<file path="src/common/axis_sw_macros.svh">
`ifndef AXIS_SW_MACROS_SVH
`define AXIS_SW_MACROS_SVH

// stream payload widths
`define AXIS_DATA_WIDTH 32
`define AXIS_USER_WIDTH 2
`define AXIS_TID_WIDTH 2

// upstream sources: user project, axi-lite bridge, logic analyzer
`define AXIS_NUM_SRC 3

// receive side
`define RX_FIFO_DEPTH 16
`define TH_RESET 6

// reduced axi-lite write path
`define AXIL_ADDR_WIDTH 15

`endif

</file>
<file path="src/common/axis_sw_pkg.sv">
`include "axis_sw_macros.svh"

package axis_sw_pkg;

  // one stream beat without routing information
  typedef struct packed {
    logic [`AXIS_DATA_WIDTH-1:0]   data;
    logic [`AXIS_DATA_WIDTH/8-1:0] strb;
    logic [`AXIS_DATA_WIDTH/8-1:0] keep;
    logic                          last;
    logic [`AXIS_USER_WIDTH-1:0]   user;
  } axis_beat_t;

  // source index upstream, destination index downstream
  typedef logic [`AXIS_TID_WIDTH-1:0] axis_tid_t;

  // beat on the serializer link, also one rx fifo entry
  typedef struct packed {
    axis_beat_t beat;
    axis_tid_t  tid;
  } axis_tagged_beat_t;

  // write address and data fields, sampled together
  typedef struct packed {
    logic [`AXIL_ADDR_WIDTH-1:0]   awaddr;
    logic [`AXIS_DATA_WIDTH-1:0]   wdata;
    logic [`AXIS_DATA_WIDTH/8-1:0] wstrb;
  } axil_wr_t;

  // rx fifo fill threshold
  typedef logic [3:0] th_t;

endpackage

</file>
<file path="src/arbiter/axis_rr_arbiter.sv">
`include "axis_sw_macros.svh"

module axis_rr_arbiter (
  input  logic                     axis_clk,
  input  logic                     axi_reset_n,
  input  logic [`AXIS_NUM_SRC-1:0] req,
  input  logic                     frame_done,
  output logic [`AXIS_NUM_SRC-1:0] grant
);

  localparam int N = `AXIS_NUM_SRC;
  localparam int PTR_W = $clog2(N);

  logic [PTR_W-1:0] base_ptr;
  logic [PTR_W-1:0] served;
  logic [PTR_W-1:0] next_ptr;
  logic [N-1:0]     pick;

  // first requester at or after base_ptr, wrapping around
  always_comb begin
    int  idx;
    logic found;
    pick  = '0;
    found = 1'b0;
    for (int i = 0; i < N; i++) begin
      idx = (int'(base_ptr) + i) % N;
      if (!found && req[idx]) begin
        pick[idx] = 1'b1;
        found     = 1'b1;
      end
    end
  end

  // index of the source currently holding the grant
  always_comb begin
    served = '0;
    for (int i = 0; i < N; i++) begin
      if (grant[i]) begin
        served = PTR_W'(i);
      end
    end
  end

  assign next_ptr = (served == PTR_W'(N - 1)) ? '0 : served + 1'b1;

  ////////////////////
  // grant register

  always_ff @(posedge axis_clk or negedge axi_reset_n) begin
    if (!axi_reset_n) begin
      grant    <= '0;
      base_ptr <= '0;
    end else if (grant == '0) begin
      grant <= pick;
    end else if (frame_done) begin
      // one idle cycle before the next pick
      grant    <= '0;
      base_ptr <= next_ptr;
    end
  end

endmodule

</file>
<file path="src/arbiter/axis_upstream_mux.sv">
`include "axis_sw_macros.svh"

module axis_upstream_mux (
  input  logic                          axis_clk,
  input  logic                          axi_reset_n,
  input  axis_sw_pkg::axis_beat_t       up_as_beat,
  input  logic                          up_as_tvalid,
  input  axis_sw_pkg::axis_beat_t       aa_as_beat,
  input  logic                          aa_as_tvalid,
  input  axis_sw_pkg::axis_beat_t       la_as_beat,
  input  logic                          la_as_tvalid,
  input  logic                          is_as_tready,
  output logic                          as_up_tready,
  output logic                          as_aa_tready,
  output logic                          as_la_tready,
  output axis_sw_pkg::axis_tagged_beat_t as_is_beat,
  output logic                          as_is_tvalid
);

  import axis_sw_pkg::*;

  localparam int N = `AXIS_NUM_SRC;

  axis_beat_t   src_beat [N];
  logic [N-1:0] src_valid;
  logic [N-1:0] src_ready;
  logic [N-1:0] grant;
  axis_beat_t   sel_beat;
  axis_tid_t    sel_tid;
  logic         out_free;
  logic         accept;
  logic         frame_done;

  assign src_beat[0] = up_as_beat;
  assign src_beat[1] = aa_as_beat;
  assign src_beat[2] = la_as_beat;
  assign src_valid   = {la_as_tvalid, aa_as_tvalid, up_as_tvalid};

  axis_rr_arbiter arbiter_i (
    .axis_clk    (axis_clk),
    .axi_reset_n (axi_reset_n),
    .req         (src_valid),
    .frame_done  (frame_done),
    .grant       (grant)
  );

  // granted source onto the output stage, tagged with its index
  always_comb begin
    sel_beat = '0;
    sel_tid  = '0;
    for (int i = 0; i < N; i++) begin
      if (grant[i]) begin
        sel_beat = src_beat[i];
        sel_tid  = axis_tid_t'(i);
      end
    end
  end

  // output register can take a new beat when empty or draining
  assign out_free  = !as_is_tvalid || is_as_tready;
  assign src_ready = grant & {N{out_free}};
  assign accept    = |(src_valid & src_ready);
  assign frame_done = accept && sel_beat.last;

  assign as_up_tready = src_ready[0];
  assign as_aa_tready = src_ready[1];
  assign as_la_tready = src_ready[2];

  ////////////////////
  // output stage

  always_ff @(posedge axis_clk or negedge axi_reset_n) begin
    if (!axi_reset_n) begin
      as_is_tvalid <= 1'b0;
    end else if (out_free) begin
      as_is_tvalid <= accept;
    end
  end

  always_ff @(posedge axis_clk) begin
    if (accept) begin
      as_is_beat <= '{beat: sel_beat, tid: sel_tid};
    end
  end

endmodule

</file>
<file path="src/demux/axis_rx_fifo.sv">
`include "axis_sw_macros.svh"

module axis_rx_fifo (
  input  logic                           axis_clk,
  input  logic                           axi_reset_n,
  input  axis_sw_pkg::axis_tagged_beat_t is_as_beat,
  input  logic                           is_as_tvalid,
  input  axis_sw_pkg::th_t               threshold,
  input  logic                           pop,
  output logic                           as_is_tready,
  output axis_sw_pkg::axis_tagged_beat_t head,
  output logic                           empty
);

  import axis_sw_pkg::*;

  localparam int DEPTH = `RX_FIFO_DEPTH;
  localparam int AW = $clog2(DEPTH);

  axis_tagged_beat_t mem [DEPTH];

  logic [AW:0] wr_ptr;
  logic [AW:0] rd_ptr;
  logic [AW:0] wr_ptr_next;
  logic [AW:0] rd_ptr_next;
  logic [AW:0] count_next;
  logic        wr_en;
  logic        rd_en;

  assign wr_en = is_as_tvalid && as_is_tready;
  assign rd_en = pop && !empty;

  assign empty = (wr_ptr == rd_ptr);
  assign head  = mem[rd_ptr[AW-1:0]];

  assign wr_ptr_next = wr_ptr + (AW + 1)'(wr_en);
  assign rd_ptr_next = rd_ptr + (AW + 1)'(rd_en);

  // occupancy once this cycle's push and pop have landed
  assign count_next = wr_ptr_next - rd_ptr_next;

  ////////////////////
  // pointers and tready

  always_ff @(posedge axis_clk or negedge axi_reset_n) begin
    if (!axi_reset_n) begin
      wr_ptr       <= '0;
      rd_ptr       <= '0;
      as_is_tready <= 1'b0;
    end else begin
      wr_ptr <= wr_ptr_next;
      rd_ptr <= rd_ptr_next;
      // keep two entries spare for the beat in flight behind tready
      as_is_tready <= (count_next <= {1'b0, threshold}) &&
                      (count_next <= (AW + 1)'(DEPTH - 2));
    end
  end

  // storage
  always_ff @(posedge axis_clk) begin
    if (wr_en) begin
      mem[wr_ptr[AW-1:0]] <= is_as_beat;
    end
  end

endmodule

</file>
<file path="src/demux/axis_downstream_demux.sv">
module axis_downstream_demux (
  input  axis_sw_pkg::axis_tagged_beat_t head,
  input  logic                           empty,
  input  logic                           up_as_tready,
  input  logic                           aa_as_tready,
  output axis_sw_pkg::axis_beat_t        as_up_beat,
  output logic                           as_up_tvalid,
  output axis_sw_pkg::axis_beat_t        as_aa_beat,
  output logic                           as_aa_tvalid,
  output logic                           pop
);

  import axis_sw_pkg::*;

  localparam axis_tid_t TID_UP = 2'd0;
  localparam axis_tid_t TID_AA = 2'd1;

  logic to_up;
  logic to_aa;
  logic drop;

  // tid decode of the fifo head
  assign to_up = !empty && (head.tid == TID_UP);
  assign to_aa = !empty && (head.tid == TID_AA);
  // tid 2 and 3 have no sink
  assign drop  = !empty && !to_up && !to_aa;

  assign as_up_tvalid = to_up;
  assign as_aa_tvalid = to_aa;

  // sinks see zeros unless they are addressed
  assign as_up_beat = to_up ? head.beat : '0;
  assign as_aa_beat = to_aa ? head.beat : '0;

  ////////////////////
  // pop

  // unrouted entries go one per cycle without a handshake
  assign pop = (to_up && up_as_tready) ||
               (to_aa && aa_as_tready) ||
               drop;

endmodule

</file>
<file path="src/verilog/axis_sw_config.sv">
`include "axis_sw_macros.svh"

module axis_sw_config (
  input  logic                        axis_clk,
  input  logic                        axi_reset_n,
  input  logic                        cc_as_enable,
  input  logic                        axi_awvalid,
  input  logic                        axi_wvalid,
  input  axis_sw_pkg::axil_wr_t       axi_wr,
  output logic                        axi_awready,
  output logic                        axi_wready,
  output logic [`AXIS_DATA_WIDTH-1:0] axi_rdata,
  output axis_sw_pkg::th_t            threshold
);

  import axis_sw_pkg::*;

  logic wr_fire;
  logic hit_th;

  // address and data are taken together, only while enabled
  assign wr_fire     = cc_as_enable && axi_awvalid && axi_wvalid;
  assign axi_awready = wr_fire;
  assign axi_wready  = wr_fire;

  // word offset 0, low byte lane
  assign hit_th = (axi_wr.awaddr[11:2] == '0) && axi_wr.wstrb[0];

  always_ff @(posedge axis_clk or negedge axi_reset_n) begin
    if (!axi_reset_n) begin
      threshold <= th_t'(`TH_RESET);
    end else if (wr_fire && hit_th) begin
      threshold <= axi_wr.wdata[3:0];
    end
  end

  // single readable register, no read handshake
  assign axi_rdata = `AXIS_DATA_WIDTH'(threshold);

endmodule

</file>
<file path="src/verilog/axis_sw.sv">
`include "axis_sw_macros.svh"

module axis_sw (
  input  logic                           axis_clk,
  input  logic                           axi_reset_n,
  input  logic                           cc_as_enable,
  input  logic                           axi_awvalid,
  input  logic                           axi_wvalid,
  input  axis_sw_pkg::axil_wr_t          axi_wr,
  input  axis_sw_pkg::axis_beat_t        up_as_beat,
  input  axis_sw_pkg::axis_beat_t        aa_as_beat,
  input  axis_sw_pkg::axis_beat_t        la_as_beat,
  input  logic                           up_as_tvalid,
  input  logic                           aa_as_tvalid,
  input  logic                           la_as_tvalid,
  input  logic                           is_as_tready,
  input  axis_sw_pkg::axis_tagged_beat_t is_as_beat,
  input  logic                           is_as_tvalid,
  input  logic                           up_as_tready,
  input  logic                           aa_as_tready,
  output logic                           axi_awready,
  output logic                           axi_wready,
  output logic [`AXIS_DATA_WIDTH-1:0]    axi_rdata,
  output logic                           as_up_tready,
  output logic                           as_aa_tready,
  output logic                           as_la_tready,
  output axis_sw_pkg::axis_tagged_beat_t as_is_beat,
  output logic                           as_is_tvalid,
  output logic                           as_is_tready,
  output axis_sw_pkg::axis_beat_t        as_up_beat,
  output axis_sw_pkg::axis_beat_t        as_aa_beat,
  output logic                           as_up_tvalid,
  output logic                           as_aa_tvalid
);

  import axis_sw_pkg::*;

  th_t               threshold;
  axis_tagged_beat_t head;
  logic              empty;
  logic              pop;

  ////////////////////
  // configuration

  axis_sw_config config_i (
    .axis_clk     (axis_clk),
    .axi_reset_n  (axi_reset_n),
    .cc_as_enable (cc_as_enable),
    .axi_awvalid  (axi_awvalid),
    .axi_wvalid   (axi_wvalid),
    .axi_wr       (axi_wr),
    .axi_awready  (axi_awready),
    .axi_wready   (axi_wready),
    .axi_rdata    (axi_rdata),
    .threshold    (threshold)
  );

  ////////////////////
  // upstream toward the serializer

  axis_upstream_mux upstream_i (
    .axis_clk     (axis_clk),
    .axi_reset_n  (axi_reset_n),
    .up_as_beat   (up_as_beat),
    .up_as_tvalid (up_as_tvalid),
    .aa_as_beat   (aa_as_beat),
    .aa_as_tvalid (aa_as_tvalid),
    .la_as_beat   (la_as_beat),
    .la_as_tvalid (la_as_tvalid),
    .is_as_tready (is_as_tready),
    .as_up_tready (as_up_tready),
    .as_aa_tready (as_aa_tready),
    .as_la_tready (as_la_tready),
    .as_is_beat   (as_is_beat),
    .as_is_tvalid (as_is_tvalid)
  );

  ////////////////////
  // downstream from the serializer

  axis_rx_fifo rx_fifo_i (
    .axis_clk     (axis_clk),
    .axi_reset_n  (axi_reset_n),
    .is_as_beat   (is_as_beat),
    .is_as_tvalid (is_as_tvalid),
    .threshold    (threshold),
    .pop          (pop),
    .as_is_tready (as_is_tready),
    .head         (head),
    .empty        (empty)
  );

  axis_downstream_demux demux_i (
    .head         (head),
    .empty        (empty),
    .up_as_tready (up_as_tready),
    .aa_as_tready (aa_as_tready),
    .as_up_beat   (as_up_beat),
    .as_up_tvalid (as_up_tvalid),
    .as_aa_beat   (as_aa_beat),
    .as_aa_tvalid (as_aa_tvalid),
    .pop          (pop)
  );

endmodule

</file>
<file path="config.mk">
export PLATFORM = sky130hd
export DESIGN_NAME = axis_sw
export DESIGN_NICKNAME = d
export VERILOG_FILES = /design/src/common/axis_sw_pkg.sv /design/src/arbiter/axis_rr_arbiter.sv /design/src/arbiter/axis_upstream_mux.sv /design/src/demux/axis_rx_fifo.sv /design/src/demux/axis_downstream_demux.sv /design/src/verilog/axis_sw_config.sv /design/src/verilog/axis_sw.sv
export VERILOG_INCLUDE_DIRS = /design/src /design/src/common
export SDC_FILE = /design/constraint.sdc
export NUM_CORES = 1
export LEC_CHECK = 0
export BUFFER_PORTS_ARGS = -buffer_cell sky130_fd_sc_hd__buf_4
export CAP_MARGIN = 10
export CELL_PAD_IN_SITES_DETAIL_PLACEMENT = 0
export CELL_PAD_IN_SITES_GLOBAL_PLACEMENT = 1
export CORE_ASPECT_RATIO = 1.75
export CORE_MARGIN = 3
export CORE_UTILIZATION = 45
export DETAILED_ROUTE_END_ITERATION = 10
export PLACE_DENSITY_LB_ADDON = 0.1
export SLEW_MARGIN = 20
export SYNTH_ARGS = -nofsm -noshare
export SYNTH_HDL_FRONTEND = slang
export SYNTH_HIERARCHICAL = 1
export SYNTH_SLANG_ARGS = --single-unit
</file>
<file path="constraint.sdc">
create_clock -name axis_clk -period 4.7 [get_ports axis_clk]
set_input_delay 0.47 -clock axis_clk [delete_from_list [all_inputs] [get_ports axis_clk]]
set_output_delay 0.47 -clock axis_clk [all_outputs]
set_load 0.02 [all_outputs]
</file>
==> reports/qor.log <==
qor: finish.synthToLayoutAreaGrowth 17.5%
qor: placement.port-buffer-count 344
qor: sta.min_period_over_period 0.923
qor: cts.clockBufferDepth 3
qor: die.die-height 362 um
qor: cts.cts-root-buf clkbuf_16
qor: sta.setup-violations-final 0
qor: finish.finish.net_count 2309
qor: cts.tritoncts built
qor: cts.cts.clk_slew.worst_paths 70 ps
qor: worst_setup_path.worst_path_dominant_cell_family buffers and inverters
qor: placement.place.detailed.instances 2898
qor: synthesis.synth.yosys.warnings 6
qor: global_routing.grt_antenna_before_repair 4
qor: worst_setup_path.path_class reg -> out
qor: sta.timing.fmax 230 MHz
qor: synthesis.post_synth_and_or_nand_nor_area_fraction 0.0540
qor: sta.setup_total_negative_slack 0 ps
qor: die.starting_density 0.457
qor: cts.cts-buffers-inserted 72
qor: synthesis.synth_seq_cells 786
qor: worst_setup_path.worst_ep_required_time 4230 ps
qor: global_routing.grt_use_total 0.202
qor: synthesis.post_synth_inst_count 1710
qor: sta.timing_worst_slew_pin_value 960 ps
qor: sta.max_slew_margin 0.360
qor: routing.drtPass1Iterations 5
qor: routing.detail_route.vias_per_cell 5.62
qor: synthesis.synth_seq_area_share 0.722
qor: synthesis.yosys.area.top_type_share 0.706
qor: synthesis.xor_xnor_portion_of_the_synthesized_cell_area 0.00377
qor: global_routing.vias_in_the_first_global_route 17880
qor: finish.fillerInstances 5670
qor: sta.fin_ws 361 ps
qor: synthesis.synth_top_family_by_area multiplexers
qor: worst_setup_path.highest_fanout_seen_on_the_critical_path 53
qor: worst_setup_path.max_incr_delay_on_cp 590 ps
qor: routing.drt_iter0_markers 1185
qor: synthesis.synth_common_cells 765 x edfxtp_1, 180 x mux4_2, 62 x nor2_1, 53 x a21oi_1, 53 x nor2b_1
qor: die.floorplan.io_pins 409
qor: routing.detail_route.wirelength 76900 um
qor: synthesis.number_of_enable_type_register_cells_in_the_synthesized_netlist 765
qor: synthesis.yosysTopAreaCell edfxtp_1
qor: job.max_cap_violations 0
qor: sta.finalClockSkew 21.2 ps
qor: finish.stdcell_count 3029
qor: synthesis.synth.cell_area 32600 um^2
qor: synthesis.synth_top_area_cells edfxtp_1 71%, mux4_2 12%, mux2i_1 1.5%, dfrtp_1 1.5%, nor2_4 1.4%
qor: synthesis.yosys-mux-area-fraction 0.141
qor: global_routing.grt_pass1_wl 115000 um
qor: placement.gp_congestion 0.775
qor: routing.drt.antenna.violating_nets 0
qor: power_and_ir_drop.vdd.ir_drop.worst 0.000536 V
qor: worst_setup_path.critical_path_arrival 3870 ps
qor: die.die_x 209 um
qor: worst_setup_path.crit_chain buf_4 > buf_6 > mux4_2 > nor2b_1 > a211oi_1 > a21oi_1 > nand2b_1 > nor2_1 > buf_4
qor: worst_setup_path.worst-path-buf-inv 3
qor: synthesis.post-synth-top-count-cell edfxtp_1
qor: placement.pre_cts_ws 469 ps
qor: run_status.status complete, no violations
qor: sta.maxSlewViolCount 0
qor: min_path.hold_path_class in -> reg
qor: synthesis.synth_top_flop_cell edfxtp_1
qor: cts.cts.sinks 786
qor: routing.detailroute.via_count 17027
qor: finish.layout-drive-gt1-share 0.352
qor: cts.clock_insertion_delay_worst_skew 620 ps
qor: power_and_ir_drop.pwr_density_cell 606 nW/um^2
qor: worst_setup_path.cpMostUsedCell buf_4
qor: worst_setup_path.worstSetupStartpointType flop
qor: sta.rsz0062_at_grt false
qor: synthesis.synthesis.area_per_instance 19.0 um^2
qor: worst_setup_path.end_kind output port
qor: sta.period_minus_slack 4340 ps
qor: synthesis.synth_compound_area_frac 0.0418
qor: finish.multi_input_area 8290 um^2
qor: sta.hold_viol 0
qor: die.core_area 71200 um^2
qor: power_and_ir_drop.p_leak 12.9 nW
qor: worst_setup_path.slowest_stage buf_6
qor: die.fp.dieArea 75700 um^2
qor: placement.post-dp-hpwl 44000 um
qor: global_routing.largest_net_degree_at_the_start_of_global_routing 96
qor: cts.htreeDepth 3
qor: routing.routedWlPerCell 25.4 um
qor: synthesis.synth-adder-area-share 0.00638
qor: cts.cts_setup_buffers 0
qor: die.fp-row-count 129
qor: synthesis.ys_types 55
qor: routing.drt_drc_violations_left 0
qor: global_routing.grt_overflow_total 0
qor: finish.regArea 23500 um^2
qor: synthesis.synth_async_sr_flop_share 0.0267
-- where the power goes --
group | switching [mW] | total (mW) | internal, mW
sequential | 0.294 | 8.39 | 8.10
combinational | 5.32 | 9.21 | 3.89
clock | 2.51 | 5.59 | 3.08
total | 8.13 | 23.2 | 15.1
-- path summary, 6_finish.rpt --
| path | to | slack (ps) | startpoint | cells past startpoint |
|---|---|---|---|---|
| hold reg to reg | rx_fifo_i/wr_ptr[4] | 540 | rx_fifo_i/wr_ptr[4] | 1 |
| max in group asynchronous | config_i/threshold[2] | 4120 | axi_reset_n | 2 |
| setup / recovery | as_aa_beat[29] | 360 | rx_fifo_i/rd_ptr[2] | 9 |
| hold / removal | config_i/threshold[3] | 80 | axi_wr[7] | 2 |
| setup reg to reg | rx_fifo_i/as_is_tready | 470 | rx_fifo_i/rd_ptr[0] | 17 |
| min in group asynchronous | config_i/threshold[3] | 290 | axi_reset_n | 2 |
-- placed cells by master (no fill, tap or decap), drive strengths merged, types with 5 or more instances in the layout --
| cell type | count |
|---|---|
| nand3 | 12 |
| clkinv | 29 |
| a211oi | 46 |
| mux4 | 180 |
| conb | 28 |
| xor2 | 5 |
| xnor2 | 9 |
| a21oi | 53 |
| nand2 | 47 |
| ha | 15 |
| dfrtp | 19 |
| edfxtp | 765 |
| buf | 386 |
| nor2b | 53 |
| a22oi | 43 |
| o21ai | 45 |
| mux2i | 49 |
| and2 | 5 |
| nand2b | 48 |
| inv | 20 |
| nor3 | 7 |
| nor2 | 102 |
| o22ai | 8 |
| clkbuf | 92 |
-- stage by stage --
stage / instance area, um^2 / total power, mW / utilization / hold slack, ps
floorplan: 32700 / 15.3 / - / 174
CTS: 38200 / 23.6 / 0.537 / 40.0
global route: 38200 / 24.5 / 0.537 / 74.4
finish: 38200 / 23.2 / 0.537 / 80.1
detailed placement: 36000 / 18.0 / 0.506 / 389
global placement: 36000 / 17.9 / 0.506 / 379
-- routing by layer --
layer | share of wire | vias up | global-route usage
met5 | 0.00052 | - | 0
met2 | 0.53 | 557 | 0.366
li1 | - | 7486 | -
met3 | 0.062 | 95 | 0.0386
met1 | 0.39 | 8883 | 0.249
met4 | 0.020 | 6 | 0.0547
-- repair_timing --
item | CTS | global route
gates resized for setup | 0 | 2
endpoints found under the setup margin | 0 | 7
hold buffers | 1 | 0
endpoints found under the hold margin | 21 | 0
-- area by class of cell --
| class | count | share of cell area |
|---|---|---|
| Multi-Input combinational cell | 792 | 0.217 |
| Tap cell | 917 | 0.0300 |
| Antenna cell | 2 | 0.000131 |
| Clock inverter | 36 | 0.00788 |
| Inverter | 17 | 0.00167 |
| Timing Repair Buffer | 387 | 0.0785 |
| Clock buffer | 92 | 0.0502 |
| Sequential cell | 786 | 0.615 |
-- worst register-to-register path: cells and delay by family (launching register included) --
| kind | cells | cell delay [ps] |
|---|---|---|
| buf+inv | 1 | 80 |
| compound gates | 7 | 1000 |
| simple gates | 3 | 430 |
| flops | 1 | 620 |
| mux | 2 | 740 |
| fa+ha+maj | 4 | 1300 |
-- flip-flops by register name, indices dropped and copies added, names as in the netlist --
signal                         cells
config_i/threshold                 4
rx_fifo_i/as_is_tready             1
rx_fifo_i/mem                    720
rx_fifo_i/rd_ptr                   5
rx_fifo_i/wr_ptr                   5
upstream_i/arbiter_i/base_ptr      2
upstream_i/arbiter_i/grant         3
upstream_i/as_is_beat             45
upstream_i/as_is_tvalid            1
-- cells by family after synthesis --
kind of cell,after synthesis
buf+inv,159
mux,233
simple gates,290
flops,786
other cells,1
fa+ha+maj,16
xor+xnor,14
compound gates,211
(Power assumes the default switching activity.)
